### config.mk
export PLATFORM = sky130hd
export DESIGN_NAME = gteSatTop
export DESIGN_NICKNAME = d
export VERILOG_FILES = /design/src/design/gteSatPkg.sv /design/src/design/gteSatTop.sv /design/src/design/satApbRegs.sv /design/src/design/satCmdFifo.sv /design/src/design/satFlagClip.sv /design/src/design/satPipe.sv
export SDC_FILE = /design/constraint.sdc
export NUM_CORES = 1
export LEC_CHECK = 0
export BUFFER_PORTS_ARGS = -buffer_cell sky130_fd_sc_hd__buf_2
export CAP_MARGIN = 20
export CORE_MARGIN = 2
export CORE_UTILIZATION = 45
export DETAILED_ROUTE_END_ITERATION = 16
export GPL_ROUTABILITY_DRIVEN = 0
export GPL_TIMING_DRIVEN = 0
export SLEW_MARGIN = 30
export SYNTH_ARGS = -nofsm -noshare
export SYNTH_HDL_FRONTEND = slang
export SYNTH_SLANG_ARGS = --single-unit
export TNS_END_PERCENT = 5
### constraint.sdc
create_clock -name i_clk -period 4.05 [get_ports i_clk]
set_clock_uncertainty 0.2 [all_clocks]
set_input_delay 0.81 -clock i_clk [delete_from_list [all_inputs] [get_ports i_clk]]
set_output_delay 0.81 -clock i_clk [all_outputs]
set_load 0.005 [all_outputs]
### src/design/gteSatPkg.sv
package gteSatPkg;

	localparam int APB_AW = 8; // APB address width.

	// Clip target of a command.
	typedef enum logic [1:0] {
		opIrColor = 2'd0, // IR clamp plus color.
		opOtz     = 2'd1, // Ordering table Z.
		opIr0     = 2'd2, // Depth cue factor.
		opSxy     = 2'd3  // Screen coordinate.
	} satOpE;

	typedef struct packed {
		logic signed [44:0] value;   // Accumulator, two's complement.
		satOpE              op;
		logic               sf;      // Shift fraction by 12.
		logic               lm;      // Limit IR to positive.
		logic               fixedSf; // IR flag as if sf=1, lm=0.
	} satCmdT;

	// First member is the MSB, so macOver lands in bit 0.
	typedef struct packed {
		logic sxySat;
		logic otzSat;
		logic colSat;
		logic irSat;
		logic macUnder;
		logic macOver;
	} satFlagsT;

	typedef struct packed {
		logic [15:0] clamp16;
		logic [7:0]  clampCol;
		satFlagsT    flags;
	} satResT;

	localparam logic [APB_AW-1:0] REG_VAL_LO = 8'h00; // Value bits 31..0.
	localparam logic [APB_AW-1:0] REG_VAL_HI = 8'h04; // Value bits 44..32.
	localparam logic [APB_AW-1:0] REG_CTRL   = 8'h08;
	localparam logic [APB_AW-1:0] REG_CMD    = 8'h0C; // Write enqueues.
	localparam logic [APB_AW-1:0] REG_RESULT = 8'h10; // Read consumes.
	localparam logic [APB_AW-1:0] REG_FLAGS  = 8'h14; // Write clears.
	localparam logic [APB_AW-1:0] REG_STATUS = 8'h18;

endpackage

### src/design/gteSatTop.sv
`timescale 1ns/10ps
module gteSatTop #(
	parameter int FIFO_DEPTH = 4
) (
	input  logic                         i_clk,
	input  logic                         i_reset,
	input  logic                         i_psel,
	input  logic                         i_penable,
	input  logic                         i_pwrite,
	input  logic [gteSatPkg::APB_AW-1:0] i_paddr,
	input  logic [31:0]                  i_pwdata,
	output logic [31:0]                  o_prdata,
	output logic                         o_pready,
	output logic                         o_pslverr
);
	import gteSatPkg::*;

	satCmdT     cmd;
	satCmdT     head;
	satResT     res;
	logic       push;
	logic       pop;
	logic       fifoFull;
	logic       fifoEmpty;
	logic [3:0] fifoCount;
	logic       resValid;
	logic       resAccept;
	logic       pipeBusy;

	satApbRegs u_satApbRegs (
		.i_clk       (i_clk),
		.i_reset     (i_reset),
		.i_psel      (i_psel),
		.i_penable   (i_penable),
		.i_pwrite    (i_pwrite),
		.i_paddr     (i_paddr),
		.i_pwdata    (i_pwdata),
		.i_fifoFull  (fifoFull),
		.i_fifoCount (fifoCount),
		.i_res       (res),
		.i_resValid  (resValid),
		.i_pipeBusy  (pipeBusy),
		.o_prdata    (o_prdata),
		.o_pready    (o_pready),
		.o_pslverr   (o_pslverr),
		.o_cmd       (cmd),
		.o_push      (push),
		.o_resAccept (resAccept)
	);

	satCmdFifo #(
		.FIFO_DEPTH (FIFO_DEPTH)
	) u_satCmdFifo (
		.i_clk   (i_clk),
		.i_reset (i_reset),
		.i_push  (push),
		.i_din   (cmd),
		.i_pop   (pop),
		.o_dout  (head),
		.o_empty (fifoEmpty),
		.o_full  (fifoFull),
		.o_count (fifoCount)
	);

	satPipe u_satPipe (
		.i_clk       (i_clk),
		.i_reset     (i_reset),
		.i_head      (head),
		.i_empty     (fifoEmpty),
		.i_resAccept (resAccept),
		.o_pop       (pop),
		.o_res       (res),
		.o_resValid  (resValid),
		.o_pipeBusy  (pipeBusy)
	);

endmodule

### src/design/satApbRegs.sv
`timescale 1ns/10ps
module satApbRegs (
	input  logic                         i_clk,
	input  logic                         i_reset,
	input  logic                         i_psel,
	input  logic                         i_penable,
	input  logic                         i_pwrite,
	input  logic [gteSatPkg::APB_AW-1:0] i_paddr,
	input  logic [31:0]                  i_pwdata,
	input  logic                         i_fifoFull,
	input  logic [3:0]                   i_fifoCount,
	input  gteSatPkg::satResT            i_res,
	input  logic                         i_resValid,
	input  logic                         i_pipeBusy,
	output logic [31:0]                  o_prdata,
	output logic                         o_pready,
	output logic                         o_pslverr,
	output gteSatPkg::satCmdT            o_cmd,
	output logic                         o_push,
	output logic                         o_resAccept
);
	import gteSatPkg::*;

	logic        access;
	logic        wrAcc;
	logic        rdAcc;
	logic        cmdWrite;     // Any write to REG_CMD.
	logic        resRead;      // Any read of REG_RESULT.
	logic        resLoad;
	logic        slotFull;     // Reported as resultReady.
	logic [15:0] slotClamp16;
	logic [7:0]  slotClampCol;
	satFlagsT    stickyFlags;
	logic [44:0] valueReg;
	satOpE       opReg;
	logic        sfReg;
	logic        lmReg;
	logic        fixedSfReg;

	assign access   = i_psel && i_penable; // Zero wait states.
	assign wrAcc    = access && i_pwrite;
	assign rdAcc    = access && !i_pwrite;
	assign cmdWrite = wrAcc && (i_paddr == REG_CMD);
	assign resRead  = rdAcc && (i_paddr == REG_RESULT);

	assign o_pready    = 1'b1;
	assign o_push      = cmdWrite && !i_fifoFull; // Dropped when full.
	assign o_resAccept = !slotFull;
	assign resLoad     = i_resValid && o_resAccept;
	assign o_pslverr   = (cmdWrite && i_fifoFull) || (resRead && !slotFull);

	assign o_cmd = '{value: valueReg, op: opReg, sf: sfReg, lm: lmReg, fixedSf: fixedSfReg};

	always_ff @(posedge i_clk) begin
		if (i_reset) begin
			opReg      <= opIrColor;
			sfReg      <= 1'b0;
			lmReg      <= 1'b0;
			fixedSfReg <= 1'b0;
		end else if (wrAcc && (i_paddr == REG_CTRL)) begin
			opReg      <= satOpE'(i_pwdata[1:0]);
			sfReg      <= i_pwdata[2];
			lmReg      <= i_pwdata[3];
			fixedSfReg <= i_pwdata[4];
		end
	end

	// Accumulator value, low and high words.
	always_ff @(posedge i_clk) begin
		if (wrAcc && (i_paddr == REG_VAL_LO)) begin
			valueReg[31:0] <= i_pwdata;
		end
		if (wrAcc && (i_paddr == REG_VAL_HI)) begin
			valueReg[44:32] <= i_pwdata[12:0];
		end
	end

	always_ff @(posedge i_clk) begin
		if (i_reset) begin
			slotFull    <= 1'b0;
			stickyFlags <= '0;
		end else begin
			if (resRead && slotFull) begin
				slotFull <= 1'b0; // Host took it.
			end else if (resLoad) begin
				slotFull <= 1'b1;
			end
			// Clear first, so flags arriving in the same cycle survive.
			stickyFlags <= ((wrAcc && (i_paddr == REG_FLAGS)) ? '0 : stickyFlags) |
				(resLoad ? i_res.flags : '0);
		end
	end

	always_ff @(posedge i_clk) begin
		if (resLoad) begin
			slotClamp16  <= i_res.clamp16;
			slotClampCol <= i_res.clampCol;
		end
	end

	always_comb begin
		o_prdata = '0;
		if (rdAcc) begin
			case (i_paddr)
				REG_VAL_LO: o_prdata = valueReg[31:0];
				REG_VAL_HI: o_prdata = {19'd0, valueReg[44:32]};
				REG_CTRL:   o_prdata = {27'd0, fixedSfReg, lmReg, sfReg, opReg};
				REG_RESULT: o_prdata = slotFull ? {8'd0, slotClampCol, slotClamp16} : '0;
				REG_FLAGS:  o_prdata = {26'd0, stickyFlags};
				REG_STATUS: o_prdata = {23'd0, i_pipeBusy, i_fifoCount, 3'd0, slotFull};
				default:    o_prdata = '0; // REG_CMD reads zero.
			endcase
		end
	end

	// A dropped command never grows the FIFO.
	assert property (@(posedge i_clk) disable iff (i_reset)
		(cmdWrite && i_fifoFull) |=> (i_fifoCount <= $past(i_fifoCount)));
	// Error only in an access cycle that follows its setup.
	assert property (@(posedge i_clk) disable iff (i_reset)
		o_pslverr |-> (i_psel && i_penable && $past(i_psel && !i_penable)));

endmodule

### src/design/satCmdFifo.sv
`timescale 1ns/10ps
module satCmdFifo #(
	parameter int FIFO_DEPTH = 4
) (
	input  logic              i_clk,
	input  logic              i_reset,
	input  logic              i_push,
	input  gteSatPkg::satCmdT i_din,
	input  logic              i_pop,
	output gteSatPkg::satCmdT o_dout,
	output logic              o_empty,
	output logic              o_full,
	output logic [3:0]        o_count
);
	import gteSatPkg::*;

	localparam int AW = $clog2(FIFO_DEPTH); // Index bits, wrap bit on top.

	satCmdT      mem [FIFO_DEPTH];
	logic [AW:0] wrPtr;
	logic [AW:0] rdPtr;
	logic [AW:0] used;

	always_ff @(posedge i_clk) begin
		if (i_reset) begin
			wrPtr <= '0;
			rdPtr <= '0;
		end else begin
			if (i_push) begin
				wrPtr <= wrPtr + 1'b1;
			end
			if (i_pop) begin
				rdPtr <= rdPtr + 1'b1;
			end
		end
	end

	always_ff @(posedge i_clk) begin
		if (i_push) begin
			mem[wrPtr[AW-1:0]] <= i_din;
		end
	end

	assign used    = wrPtr - rdPtr;
	assign o_count = 4'(used);
	assign o_empty = (wrPtr == rdPtr);
	// Same slot, other lap.
	assign o_full  = (wrPtr[AW] != rdPtr[AW]) && (wrPtr[AW-1:0] == rdPtr[AW-1:0]);
	assign o_dout  = mem[rdPtr[AW-1:0]]; // Head entry.

	assert property (@(posedge i_clk) disable iff (i_reset) !(i_pop && o_empty));
	assert property (@(posedge i_clk) disable iff (i_reset) !(i_push && o_full));

endmodule

### src/design/satFlagClip.sv
`timescale 1ns/10ps
module satFlagClip (
	input  gteSatPkg::satCmdT i_cmd,
	output gteSatPkg::satResT o_res
);
	import gteSatPkg::*;

	logic [44:0] v;
	logic        macOver;
	logic        macUnder;
	logic [31:0] postSf;   // Value after optional shift.
	logic        irNeg;
	logic        irOver;   // Above +7FFF.
	logic        irUnder;  // Below -8000.
	logic        fixOver;
	logic        fixUnder;
	logic        colOver;  // Value/16 above FF.
	logic [19:0] lo20;
	logic [15:0] lo16;
	logic        isOver;
	logic        isUnder;

	assign v = i_cmd.value;

	// Accumulator fits in 32 bits only if 44..31 agree.
	assign macOver  = !v[44] && (|v[43:31]);
	assign macUnder = v[44] && !(&v[43:31]);

	assign postSf  = i_cmd.sf ? v[43:12] : v[31:0];
	assign irNeg   = postSf[31];
	assign irOver  = !postSf[31] && (|postSf[30:15]);
	assign irUnder = postSf[31] && !(&postSf[30:15]);
	assign colOver = !postSf[31] && (|postSf[30:12]);

	// Always shifted path for the IR flag.
	assign fixOver  = !v[43] && (|v[42:27]);
	assign fixUnder = v[43] && !(&v[42:27]);

	assign lo20 = v[19:0];
	assign lo16 = v[15:0];

	// Range check for the low-bit targets.
	always_comb begin
		isOver  = 1'b0;
		isUnder = 1'b0;
		case (i_cmd.op)
			opOtz: begin
				isUnder = lo20[19];
				isOver  = !lo20[19] && (|lo20[18:16]);
			end
			opIr0: begin
				isUnder = lo20[19];
				isOver  = !lo20[19] && (lo20[18:0] > 19'h0_1000);
			end
			opSxy: begin
				isUnder = lo16[15] && !(&lo16[14:10]);
				isOver  = !lo16[15] && (|lo16[14:10]);
			end
			default: begin
				isOver  = 1'b0; // IR path has its own checks.
				isUnder = 1'b0;
			end
		endcase
		if (macOver) begin
			isOver  = 1'b1; // Accumulator wins.
			isUnder = 1'b0;
		end else if (macUnder) begin
			isOver  = 1'b0;
			isUnder = 1'b1;
		end
	end

	always_comb begin
		o_res                = '0;
		o_res.flags.macOver  = macOver;
		o_res.flags.macUnder = macUnder;
		case (i_cmd.op)
			opIrColor: begin
				if (irOver) begin
					o_res.clamp16 = 16'h7FFF;
				end else if (i_cmd.lm ? irNeg : irUnder) begin
					o_res.clamp16 = i_cmd.lm ? 16'h0000 : 16'h8000;
				end else begin
					o_res.clamp16 = postSf[15:0];
				end
				o_res.clampCol     = irNeg ? 8'h00 : (colOver ? 8'hFF : postSf[11:4]);
				o_res.flags.colSat = irNeg || colOver;
				o_res.flags.irSat  = i_cmd.fixedSf ? (fixOver || fixUnder) :
					(irOver || (i_cmd.lm ? irNeg : irUnder));
			end
			opOtz: begin
				o_res.clamp16      = isUnder ? 16'h0000 : (isOver ? 16'hFFFF : lo20[15:0]);
				o_res.flags.otzSat = isOver || isUnder;
			end
			opIr0: begin
				o_res.clamp16      = isUnder ? 16'h0000 : (isOver ? 16'h1000 : lo20[15:0]);
				o_res.flags.otzSat = isOver || isUnder;
			end
			default: begin
				o_res.clamp16      = isUnder ? 16'hFC00 : (isOver ? 16'h03FF : lo16);
				o_res.flags.sxySat = isOver || isUnder; // Screen XY.
			end
		endcase
	end

endmodule

### src/design/satPipe.sv
`timescale 1ns/10ps
module satPipe (
	input  logic              i_clk,
	input  logic              i_reset,
	input  gteSatPkg::satCmdT i_head,
	input  logic              i_empty,
	input  logic              i_resAccept,
	output logic              o_pop,
	output gteSatPkg::satResT o_res,
	output logic              o_resValid,
	output logic              o_pipeBusy
);
	import gteSatPkg::*;

	satCmdT s1Cmd;    // Popped command.
	logic   s1Valid;
	satResT clipRes;
	logic   s2Valid;
	logic   s2Adv;    // Stage 2 free or leaving.

	satFlagClip u_satFlagClip (
		.i_cmd (s1Cmd),
		.o_res (clipRes)
	);

	assign s2Adv = !s2Valid || i_resAccept;
	// Stage 1 moves only together with stage 2.
	assign o_pop = !i_empty && s2Adv;

	assign o_resValid = s2Valid;
	assign o_pipeBusy = s1Valid || s2Valid;

	always_ff @(posedge i_clk) begin
		if (i_reset) begin
			s1Valid <= 1'b0;
			s2Valid <= 1'b0;
		end else if (s2Adv) begin
			s1Valid <= o_pop;
			s2Valid <= s1Valid;
		end
	end

	always_ff @(posedge i_clk) begin
		if (o_pop) begin
			s1Cmd <= i_head;
		end
		if (s2Adv && s1Valid) begin
			o_res <= clipRes; // Held while stalled.
		end
	end

	// Offered result must not change until the slot takes it.
	assert property (@(posedge i_clk) disable iff (i_reset)
		(o_resValid && !i_resAccept) |=> (o_resValid && $stable(o_res)));

endmodule

---- After elaboration in Yosys (flattened, before gate mapping) ----
Memory sizes are Yosys's and may differ from the RTL's. A register that Yosys moved wholly into a read port is not among the register bits.
Cells that the tools add are included.
storage, ports and cells
  register bits after elaboration ......... 119
  memory bits (writable) .................. 200
  input bits .............................. 45
  output and inout port bits .............. 34
  memories ................................ 1
memory list
  memory            words  width  rd ports  clocked after Yosys merged registers in  wr ports  RTL line          text
  u_satCmdFifo.mem  4      50     1         1                                        1         satCmdFifo.sv:19  satCmdT mem [FIFO_DEPTH];
cells by class
  add/sub/neg operators ................... 3
  $lt $le $gt $ge ......................... 1
  equal/unequal tests ..................... 12
  mux-type cells .......................... 27
  bitwise logic cells ..................... 2
  reduce and logical (&&, ||, !) cells .... 65
operator list
  kind                                                                               number
  32-bit case mux with 6 select lines                                                1
  16-bit two-way mux                                                                 9
  32-bit two-way mux                                                                 2
  16-bit case mux with 3 select lines                                                1
  16-bit AND reduction                                                               2
  16-bit OR reduction                                                                2
  1-bit logical AND                                                                  28
  8-bit by 5-bit == test with 1-bit output, second input constant                    3
  24-bit two-way mux                                                                 1
  19-bit by 13-bit greater-than comparator with 1-bit output, second input constant  1
  19-bit OR reduction                                                                1
  8-bit by 4-bit == test with 1-bit output, second input constant                    2
  1-bit logical NOT                                                                  14
  13-bit AND reduction                                                               1
  13-bit OR reduction                                                                1
  6-bit two-way mux                                                                  2
  8-bit by 3-bit == test with 1-bit output, second input constant                    1
  8-bit logical NOT                                                                  1
  1-bit two-way mux                                                                  8
  8-bit two-way mux                                                                  1
  1-bit logical OR                                                                   7
  3-bit by 1-bit adder with 3-bit output, second input constant                      2
  6-bit bitwise OR                                                                   1
  2-bit OR reduction                                                                 3
  13 further kinds                                                                   15

---- Depth between registers and ports, before layout ----
Gate-level depths: netlist of the first run.
  depth after elaboration ................. 8
  mapped depth ............................ 10
  mapped depth without buffers ............ 8

---- Hierarchy ----
A second synthesis of the first run with hierarchy kept.
second synthesis, totals
  cell total of the unflattened synthesis .. 832
  area total of the unflattened synthesis .. 14,966.9 um^2
modules (own cells, without submodules)
  module       times used  cells an instance  area an instance (um^2)  sequential area each (um^2)
  satCmdFifo   1           310                7,731.2                  6,165.9
  satApbRegs   1           239                3,379.5                  2,312.2
  satPipe      1           90                 2,508.7                  2,442.3
  satFlagClip  1           193                1,347.5                  0.0

---- Least setup slack after synthesis of the first run ----
Ideal clock, no wire load.
  kind .................................... input to register
  start point ............................. input i_paddr[5] (netlist name)
  end point ............................... memory u_satCmdFifo.mem[3][0] (netlist name) (enable)
  library setup time ...................... 0.414 ns
  arrival time ............................ 3.011 ns
  required time ........................... 3.436 ns
  path slack .............................. 0.425 ns
  cell stages on the path ................. 4
  cell sequence ........................... nor4_1 -> nand4_1 -> nor2b_1 -> and2_1
between the ends
  cells in the longest elaborated chain, start to end .. 5
RTL lines
  element                                   RTL line          text
  start: declaration                        gteSatTop.sv:10   input logic [gteSatPkg::APB_AW-1:0] i_paddr,
  8-bit by 4-bit == test with 1-bit output  satApbRegs.sv:43  assign cmdWrite = wrAcc && (i_paddr == REG_CMD);
  1-bit logical AND                         satApbRegs.sv:43
  1-bit logical AND                         satApbRegs.sv:47  assign o_push = cmdWrite && !i_fifoFull;
  1-bit two-way mux                         satCmdFifo.sv:39  if (i_push) begin
  1-bit two-way mux (not written as such)   satCmdFifo.sv:40  mem[wrPtr[AW-1:0]] <= i_din;
  end: declaration                          satCmdFifo.sv:19
Every way passes these cells.

---- Final worst setup path of the first run ----
  start point ............................. input i_pwrite
  end point ............................... output o_prdata[20]
between the ends
  cells in the longest elaborated chain, start to end .. 3
RTL lines
  element             RTL line           text
  start: declaration  gteSatTop.sv:9     input logic i_pwrite,
  1-bit logical NOT   satApbRegs.sv:42   assign rdAcc = access && !i_pwrite;
  1-bit logical AND   satApbRegs.sv:42
  32-bit two-way mux  satApbRegs.sv:103  if (rdAcc) begin
  end: declaration    gteSatTop.sv:12    output logic [31:0] o_prdata,
Every way passes these cells.

==> results by group, run 1 <==
Outcome
  • Outcome: finished, final reports clean

Clock network
  • CTS tree: yes
  • Worst-path clk slew: 0.06 ns
  • Worst skew pair latency: 0.53 ns
  • Sink Count: 369
  • CTS Hold Bufs: 0
  • Clock buffer depth: 3
  • H-Tree Depth: 2
  • Root buf cell: clkbuf_16
  • Clock buffer count from CTS: 39
  • Setup Buffers After CTS: 0

Finish
  • Post-layout util: 53.28%
  • Layout cells sized above 1: 23.63%
  • Most frequent cells in the layout: edfxtp_1 (349), buf_2 (81), mux4_2 (50), nand2_1 (44), nor2_1 (41)
  • Most common cell after layout, fill and taps aside: edfxtp_1
  • Final net count: 996
  • Number of diodes: 0
  • P&R area growth vs syn: 16.50%

Timing
  • Slew Viols, Final: 0
  • Final cycle utilization of the critical path: 99.59%
  • Relative slew slack: 40.07%
  • RSZ-0062 raised after global routing: yes
  • Final setup fails: 0
  • Final Hold Fails: 0
  • Worst Tran Pin Value: 0.8990 ns
  • Fmax: 247.9 MHz
  • Post-layout minimum cycle time: 4.033 ns
  • Tightest hold margin: 0.2114 ns

GRT
  • First-pass GRT wire length: 48.49 mm
  • Most used routing layer: met2
  • Initial antenna violation count: 0
  • Vias in the first global route: 7808
  • Met1 Resource Use GR: 27.21%
  • Gr usage total: 19.68%
  • Overflow after GRT: 0
  • Largest net degree at the start of global routing: 39
  • GR Layer Usage met3: 4.230%
  • M2 GR Usage: 31.06%

Floorplanning
  • Initial Utilization: 45.73%
  • Die area: 33510 um2
  • # rows: 65
  • Top Ports: 79
  • Die height: 183.1 um
  • Core area: 31560 um2
  • Die X: 183.1 um

Synth
  • Post-synth top flop: edfxtp_1
  • Sequential element share of the synthesized area: 75.40%
  • Syn Area/Cell: 17.73 um2
  • Yosys warning count: 0
  • Async S/R FF share, synth: 0%
  • Post-synth EDFFs: 349
  • Syn nets: 872
  • Cell area after synthesis: 14430 um2
  • Post-Syn Instances: 814
  • #FFs+latches synth: 369
  • Synth unique cells: 63

Hold path
  • Worst Hold Class: register to register

Power and ir drop
  • Seq pwr share: 50.6%
  • Sw frac: 22.70%
  • Gate power share: 8.8%
  • LEAKAGE: 5.538 nW
  • Power Internal: 6.770 mW
  • Pwr/cell area: 521.0 nW/um2
  • Maximum VDD drop: 285.5 uV
  • P_sw: 1.988 mW
  • Clock power share: 40.6%

Place
  • Post-detail-place hpwl: 21.89 mm
  • Port bufs: 76

Routing
  • WL/cell: 23.54 um
  • Antenna viol nets, final: 0
  • Routed vias: 7946
  • Drt via density: 5.796
  • Initial drt markers: 700
  • Initial DRT Pass Iterations: 6
  • # DRC: 0
  • DRT Wirelength: 32.28 mm

Setup path
  • Crit path kind: input port to output pin
  • Startpoint types: input port
  • Largest fanout on the critical path: 10
  • Req. time, crit path: 3.04 ns
  • Critical path endpoint category: output pin
  • CP Data Arrival Time: 3.02 ns

Flow run
  • Max cap viols: 0
-- power by group through the flow --
stage	clock network, mW	registers (mW)	logic, mW
2_1_floorplan	0	4.45	0.540
3_3_place_gp	0	4.52	0.738
3_5_place_dp	0	4.51	0.773
4_1_cts	3.63	4.43	0.778
5_1_grt	3.79	4.44	0.844
6_report	3.55	4.44	0.770
-- through the flow --
step	instance area (um2)	TNS [ns]	worst slack, ns	instances	total power, mW
4_1_cts	16800	0	0.0003246	1371	8.840
3_3_place_gp	15310	-285.46	-1.227	1292	5.260
6_report	16810	0	0.01666	1371	8.758
2_1_floorplan	14430	0	0.4245	814	4.994
5_1_grt	16810	-0.8207	-0.1282	1371	9.071
3_5_place_dp	15500	-4.220	-0.3658	1299	5.281
-- cell families after synthesis --
group / count (synthesis) / share of synthesized area [%]
DFF: 369 / 75.40
and+or+nand+nor: 174 / 6.304
AOI/OAI and AO/OA: 125 / 6.260
muxes: 64 / 8.818
buffers and inverters: 62 / 1.647
adders and majority gates: 13 / 1.179
xor gates and xnor gates: 6 / 0.3642
other: 1 / 0.02599
-- state kept, by name, summed over array words and instances (netlist names) --
| name | cells |
|---|---|
| u_satCmdFifo.mem | 200 |
| u_satApbRegs.lmReg | 1 |
| u_satPipe.s1Cmd | 50 |
| u_satPipe.s1Valid | 1 |
| u_satApbRegs.stickyFlags | 6 |
| u_satPipe.o_res | 30 |
| u_satCmdFifo.rdPtr | 3 |
| u_satApbRegs.slotClampCol | 8 |
| u_satApbRegs.slotClamp16 | 16 |
| u_satPipe.o_resValid | 1 |
| u_satApbRegs.slotFull | 1 |
| u_satApbRegs.valueReg | 45 |
| u_satCmdFifo.wrPtr | 3 |
| u_satApbRegs.fixedSfReg | 1 |
| u_satApbRegs.sfReg | 1 |
| u_satApbRegs.opReg | 2 |
-- layout make-up --
cell class | instances | area, um2
Timing Repair Buffer | 83 | 543.0
Fill cell | 2517 | 14740
Clock buffer | 51 | 1071
Multi-Input combinational cell | 383 | 3343
Buffer | 32 | 135.1
Sequential cell | 369 | 10880
Clock inverter | 21 | 220.2
Inverter | 30 | 115.1
Tap cell | 402 | 503.0
-- cell usage after synthesis, types with 7 or more instances --
library cell,number,area [um2]
a211oi_1,7,52.55
a21oi_1,33,165.2
a222oi_1,12,120.1
a22o_1,11,96.34
a22oi_1,7,52.55
and2_1,16,100.1
and3_1,7,43.79
buf_1,7,26.28
clkbuf_1,23,86.33
dfxtp_1,20,400.4
edfxtp_1,349,10480
ha_1,12,150.1
inv_1,30,112.6
mux2i_1,9,90.09
mux4_2,50,1126
nand2_1,44,165.2
nand3_1,15,75.07
nand4_1,7,43.79
nor2_1,41,153.9
nor3_1,10,50.05
nor4_1,10,62.56
o21ai_0,11,55.05
o221ai_1,7,61.31
-- worst max-delay path, cell delays in order --
cell and delay (ns):
buf_2 0.10, nand3b_1 0.53, nor3_2 0.57, clkbuf_1 0.64
a22o_1 0.25, buf_2 0.12
-- worst paths after layout --
check,from,end,slack (ns),cells after the start
max,i_pwrite,o_prdata[20],0.02,6
min reg2reg,u_satPipe.o_res[8],u_satApbRegs.slotClampCol[2],0.21,0
max reg2reg,u_satCmdFifo.rdPtr[1],u_satCmdFifo.mem[1][19],0.46,8
min,u_satPipe.o_res[8],u_satApbRegs.slotClampCol[2],0.21,0
-- routing by layer --
metal	vias to the layer above	part of all wire (%)
met5	-	0
met1	4032	43
met4	0	3.0
li1	3539	-
met2	304	47
met3	71	6.8
-- timing repair --
| item | 4_1_cts | 5_1_grt |
|---|---|---|
| pin swaps | 0 | 0 |
| gates cloned | 0 | 0 |
| resized for setup | 4 | 3 |
| setup endpoints to repair | 22 | 29 |
Note: power is estimated with default switching activity, not from simulation.
==> inputs of run 2 (changes only) <==
BUFFER_PORTS_ARGS = -buffer_cell sky130_fd_sc_hd__clkbuf_2   (was -buffer_cell sky130_fd_sc_hd__buf_2)
==> results by group, run 2 (synthesis gave the netlist of run 1 again) <==
GRT
  • Met1 Resource Use GR: 27.93% (+0.73 points)
  • M2 GR Usage: 30.65% (-0.41 points)
  • Overflow after GRT: 0 (unchanged)
  • First-pass GRT wire length: 48.38 mm (-0.23%)
  • Initial antenna violation count: 0 (unchanged)
  • Largest net degree at the start of global routing: 39 (unchanged)
  • Vias in the first global route: 7830 (+0.28%)
  • GR Layer Usage met3: 3.276% (-0.95 points)
  • Gr usage total: 19.49% (-0.18 points)
  • Most used routing layer: met2

Routing
  • Drt via density: 5.840 (+0.77%)
  • Initial DRT Pass Iterations: 6 (unchanged)
  • WL/cell: 23.44 um (-0.43%)
  • Antenna viol nets, final: 0 (unchanged)
  • DRT Wirelength: 32.14 mm (-0.43%)
  • # DRC: 0 (unchanged)
  • Initial drt markers: 668 (-4.6%)
  • Routed vias: 8007 (+0.77%)

Timing
  • Final setup fails: 0 (unchanged)
  • Worst Tran Pin Value: 0.8956 ns (-0.003380 ns)
  • Slew Viols, Final: 0 (unchanged)
  • Post-layout minimum cycle time: 4.000 ns (-0.03367 ns)
  • Tightest hold margin: 0.2168 ns (+0.005377 ns)
  • Setup TNS: 0 ns (unchanged)
  • RSZ-0062 raised after global routing: yes
  • Relative slew slack: 40.29% (+0.23 points)
  • Fmax: 250.0 MHz (+0.84%)
  • Final worst setup slack: 0.05033 ns (+0.03367 ns)
  • Final Hold Fails: 0 (unchanged)
  • Final cycle utilization of the critical path: 98.76% (-0.83 points)

Finish
  • Number of diodes: 0 (unchanged)
  • Post-route cell area: 16740 um2 (-0.42%)
  • P&R area growth vs syn: 16.02%
  • Post-layout util: 53.05% (-0.22 points)
  • Layout cells sized above 1: 23.53% (-0.10 points)
  • Final net count: 997 (+0.10%)
  • Most frequent cells in the layout: edfxtp_1 (349), clkbuf_2 (81), mux4_2 (50), nand2_1 (44), nor2_1 (41)
  • Final std cells w/o fill: 1371 (unchanged)
  • Max reg flops: 200 (unchanged)
  • Most common cell after layout, fill and taps aside: edfxtp_1

Clock network
  • Root buf cell: clkbuf_16
  • Sink Count: 369 (unchanged)
  • CTS tree: yes
  • CTS Hold Bufs: 0 (unchanged)
  • H-Tree Depth: 2 (unchanged)
  • Worst skew pair latency: 0.52 ns (about the same)
  • Worst-path clk slew: 0.06 ns (about the same)
  • Clock buffer depth: 3 (unchanged)
  • Clock buffer count from CTS: 39 (unchanged)

Place
  • Dpl ws: -0.3871 ns (-0.02128 ns)
  • Port bufs: 76 (unchanged)
  • Placed inst area: 15490 um2 (about the same)
  • Post-detail-place hpwl: 21.84 mm (-0.23%)
  • Dpl cells: 1299 (unchanged)

Power and ir drop
  • Pwr/cell area: 511.6 nW/um2 (-1.8%)
  • Total power: 8.565 mW (-2.2%)
  • Maximum VDD drop: 262.5 uV (-8.0%)
  • LEAKAGE: 5.493 nW (-0.81%)

Hold path
  • Worst Hold Class: register to register
  • Hold Path Depth: 0 (unchanged)

Setup path
  • Crit path kind: input port to output pin
  • CP Data Arrival Time: 2.99 ns (-0.03 ns)
  • Largest fanout on the critical path: 10 (unchanged)
  • Critical path endpoint category: output pin
  • Req. time, crit path: 3.04 ns (about the same)
  • Startpoint types: input port
  • Worst R2R Path Depth: 8 (unchanged)

Flow run
  • Max cap viols: 0 (unchanged)

Floorplanning
  • # rows: 65 (unchanged)
  • Initial Utilization: 45.73% (unchanged)
  • Core area: 31560 um2 (unchanged)
  • Die height: 183.1 um (unchanged)
  • Die area: 33510 um2 (unchanged)
  • Top Ports: 79 (unchanged)
  • Die X: 183.1 um (unchanged)

Outcome
  • Outcome: finished, final reports clean
run 2: cell types whose count changed in the layout (fill, tap and decap cells not counted), sizes merged:
cell | before | now
inv | 33 | 31
bufinv | 4 | 2
clkinv | 11 | 18
clkbuf | 74 | 147
clkinvlp | 3 | 2
buf | 92 | 17
run 2: critical path, cell delays in order:
cell and delay, ns:
clkbuf_2 0.10, nor3_1 0.31, and3_1 0.30, nand2_1 0.11, nor3_2 0.35, clkbuf_1 0.61
a22o_1 0.26, clkbuf_2 0.12
run 2: path summary, 6_finish.rpt:
path                         start                      endpoint  slack [ns]
min reg2reg    u_satPipe.o_res[10]  u_satApbRegs.slotClampCol[4]        0.22
min            u_satPipe.o_res[10]  u_satApbRegs.slotClampCol[4]        0.22
max reg2reg  u_satCmdFifo.rdPtr[1]       u_satCmdFifo.mem[1][18]        0.69
max                     i_paddr[1]                  o_prdata[21]        0.05
run 2: cell type report:
cell class / count / area (um2)
tap: 402 / 503.0
inverter: 30 / 115.1
timing repair buffer: 84 / 543.0
clock inverter: 23 / 178.9
fill: 2544 / 14810
multi-input combinational: 383 / 3343
buffer: 32 / 136.4
sequential: 369 / 10880
clock buffer: 48 / 1041
run 2: what timing repair did:
action / in CTS / in global routing
setup buffers: 0 / 1
pin swaps: 0 / 1
setup endpoints to repair: 21 / 29
resized for setup: 4 / 5
run 2: power by group:
group	internal [mW]	total [mW]	switching (mW)
logic	0.321	0.770	0.450
registers	4.32	4.44	0.115
clock network	1.96	3.36	1.40
total	6.60	8.57	1.96
run 2: per-layer routing:
| layer | wire length (um) | vias up |
|---|---|---|
| met5 | 0 | - |
| met4 | 954 | 0 |
| met3 | 2142 | 71 |
| met2 | 15010 | 327 |
| met1 | 14030 | 4067 |
| li1 | - | 3542 |
==> inputs of run 3 (changes only) <==
clock period = 3.6 ns   (was 4.05 ns; I/O delays follow)
==> results by group, run 3 (synthesis gave the netlist of run 1 again) <==
Outcome
  • Outcome: finished, final reports clean

Timing
  • Final cycle utilization of the critical path: 97.14%
  • Post-layout minimum cycle time: 3.497 ns
  • Final setup fails: 0 (unchanged)
  • Relative slew slack: 36.40% (-3.9 points)
  • Worst Tran Pin Value: 0.9539 ns (+0.05832 ns)
  • Tightest hold margin: 0.1720 ns (-0.04479 ns)
  • Fmax: 286.0 MHz
  • Final Hold Fails: 0 (unchanged)
  • RSZ-0062 raised after global routing: yes
  • Slew Viols, Final: 0 (unchanged)

Finish
  • Most common cell after layout, fill and taps aside: edfxtp_1
  • Layout cells sized above 1: 23.76% (+0.23 points)
  • Number of diodes: 0 (unchanged)
  • Final net count: 998 (+0.10%)
  • P&R area growth vs syn: 16.21%
  • Final std cells w/o fill: 1370 (-0.073%)
  • Max reg flops: 200 (unchanged)
  • Most frequent cells in the layout: edfxtp_1 (349), clkbuf_2 (80), mux4_2 (50), nand2_1 (44)
  • Post-route cell area: 16770 um2 (+0.17%)

Setup path
  • Critical path, cell by cell: clkbuf_2, nor3_1, and3_1, nand2_1, nor2_2, clkbuf_4, nand2_1, a31oi_1, clkbuf_2
  • CP Data Arrival Time: 2.58 ns (-0.41 ns)
  • Critical path endpoint category: output pin
  • Crit path max-delay family: simple AND/OR/NAND/NOR gates
  • Slowest-stage cell, CP: and3_1
  • Max incr delay on CP: 0.30 ns (-0.31 ns)
  • Startpoint types: input port
  • Crit path kind: input port to output pin
  • Req. time, crit path: 2.68 ns (-0.36 ns)
  • Crit path buf inv count: 3 (unchanged)
  • Largest fanout on the critical path: 10 (unchanged)

Place
  • Port bufs: 76 (unchanged)
  • Post-detail-place hpwl: 22.02 mm (+0.81%)
  • Dpl cells: 1299 (unchanged)
  • Placed inst area: 15500 um2 (about the same)

Routing
  • Drt via density: 5.818 (-0.38%)
  • Initial DRT Pass Iterations: 7 (+1)
  • WL/cell: 24.00 um (+2.4%)
  • Routed vias: 7971 (-0.45%)
  • DRT Wirelength: 32.88 mm (+2.3%)
  • Wl on met1: 14.66 mm (+4.5%)
  • Met3 wire length: 1.911 mm (-11%)
  • # DRC: 0 (unchanged)
  • Initial drt markers: 815 (+22%)
  • Antenna viol nets, final: 0 (unchanged)
  • Max layer used: met4
  • Metal2 WL: 15.66 mm (+4.4%)

Floorplanning
  • Initial Utilization: 45.73% (unchanged)
  • Die area: 33510 um2 (unchanged)
  • Core area: 31560 um2 (unchanged)
  • Top Ports: 79 (unchanged)
  • Die X: 183.1 um (unchanged)
  • Die height: 183.1 um (unchanged)
  • # rows: 65 (unchanged)

Power and ir drop
  • Total power: 9.609 mW (+12%)
  • LEAKAGE: 5.500 nW (+0.13%)
  • Maximum VDD drop: 294.1 uV (+12%)
  • Pwr/cell area: 573.0 nW/um2 (+12%)

Clock network
  • H-Tree Depth: 2 (unchanged)
  • Clock buffer depth: 3 (unchanged)
  • Clock buffer count from CTS: 38 (-2.6%)
  • Worst skew pair latency: 0.53 ns (about the same)
  • Root buf cell: clkbuf_16
  • Worst-path clk slew: 0.06 ns (about the same)
  • CTS tree: yes
  • Sink Count: 369 (unchanged)
  • CTS Hold Bufs: 0 (unchanged)

GRT
  • First-pass GRT wire length: 49.76 mm (+2.9%)
  • Initial antenna violation count: 0 (unchanged)
  • Gr usage total: 20.09% (+0.59 points)
  • Vias in the first global route: 7967 (+1.7%)
  • Overflow after GRT: 0 (unchanged)
  • Largest net degree at the start of global routing: 37 (-5.1%)

Hold path
  • Worst Hold Class: input port to register

Flow run
  • Max cap viols: 0 (unchanged)
## run 3: path summary, 6_finish.rpt
path,start,endpoint,slack [ns],depth (start not counted)
setup / recovery,i_paddr[1],o_prdata[5],0.10,9
hold / removal,i_pwdata[30],u_satApbRegs.valueReg[30],0.17,1
setup reg to reg,u_satPipe.s1Cmd[37],u_satPipe.o_res[20],0.17,6
hold reg to reg,u_satPipe.o_res[23],u_satApbRegs.slotClamp16[9],0.21,0
## run 3: repair_timing
| action | CTS | global route |
|---|---|---|
| setup endpoints to repair | 163 | 56 |
| pin swaps | 1 | 0 |
| cloned | 0 | 0 |
| resized for setup | 10 | 15 |
| buffers inserted | 1 | 2 |
## run 3: metal layers
layer  up-vias  track usage, %
met4         0           4.992
li1       3539               -
met3        45           3.197
met2       279           32.00
met5         -               0
met1      4108           29.30
## run 3: worst reg2reg max path, cell delays in order (launching register included)
cell and delay (ns):
edfxtp_1 0.45, nor4_1 0.74, nand4_1 0.20, a211oi_1 0.66, nor2_1 0.30, a21oi_2 0.35
o221ai_1 0.24
## run 3: area by class of cell
class,instances,area [um2]
clock inverter,20,160.2
multi-input combinational,383,3368
buffer,32,150.1
sequential,369,10880
fill,2547,14790
inverter,30,115.1
clock buffer,48,1020
timing repair buffer,86,573.1
tap,402,503.0
## run 3: power breakdown
part | internal [mW] | leakage (nW) | total [mW] | switching [mW]
logic | 0.362 | 1.61 | 0.871 | 0.509
clock network | 2.16 | 0.574 | 3.75 | 1.59
registers | 4.86 | 3.31 | 4.99 | 0.131
## run 3: per-stage QoR
| step | util, % | setup slack, ns | TNS [ns] |
|---|---|---|---|
| final | 53.14 | 0.1031 | 0 |
| after global routing | 53.14 | -0.03522 | -0.03534 |
| after CTS | 52.99 | -0.1004 | -0.1524 |
| after detailed placement | 49.14 | -0.6598 | -39.15 |
| after global placement | 48.53 | -1.714 | -379.06 |
| after floorplan | - | 0.02976 | 0 |
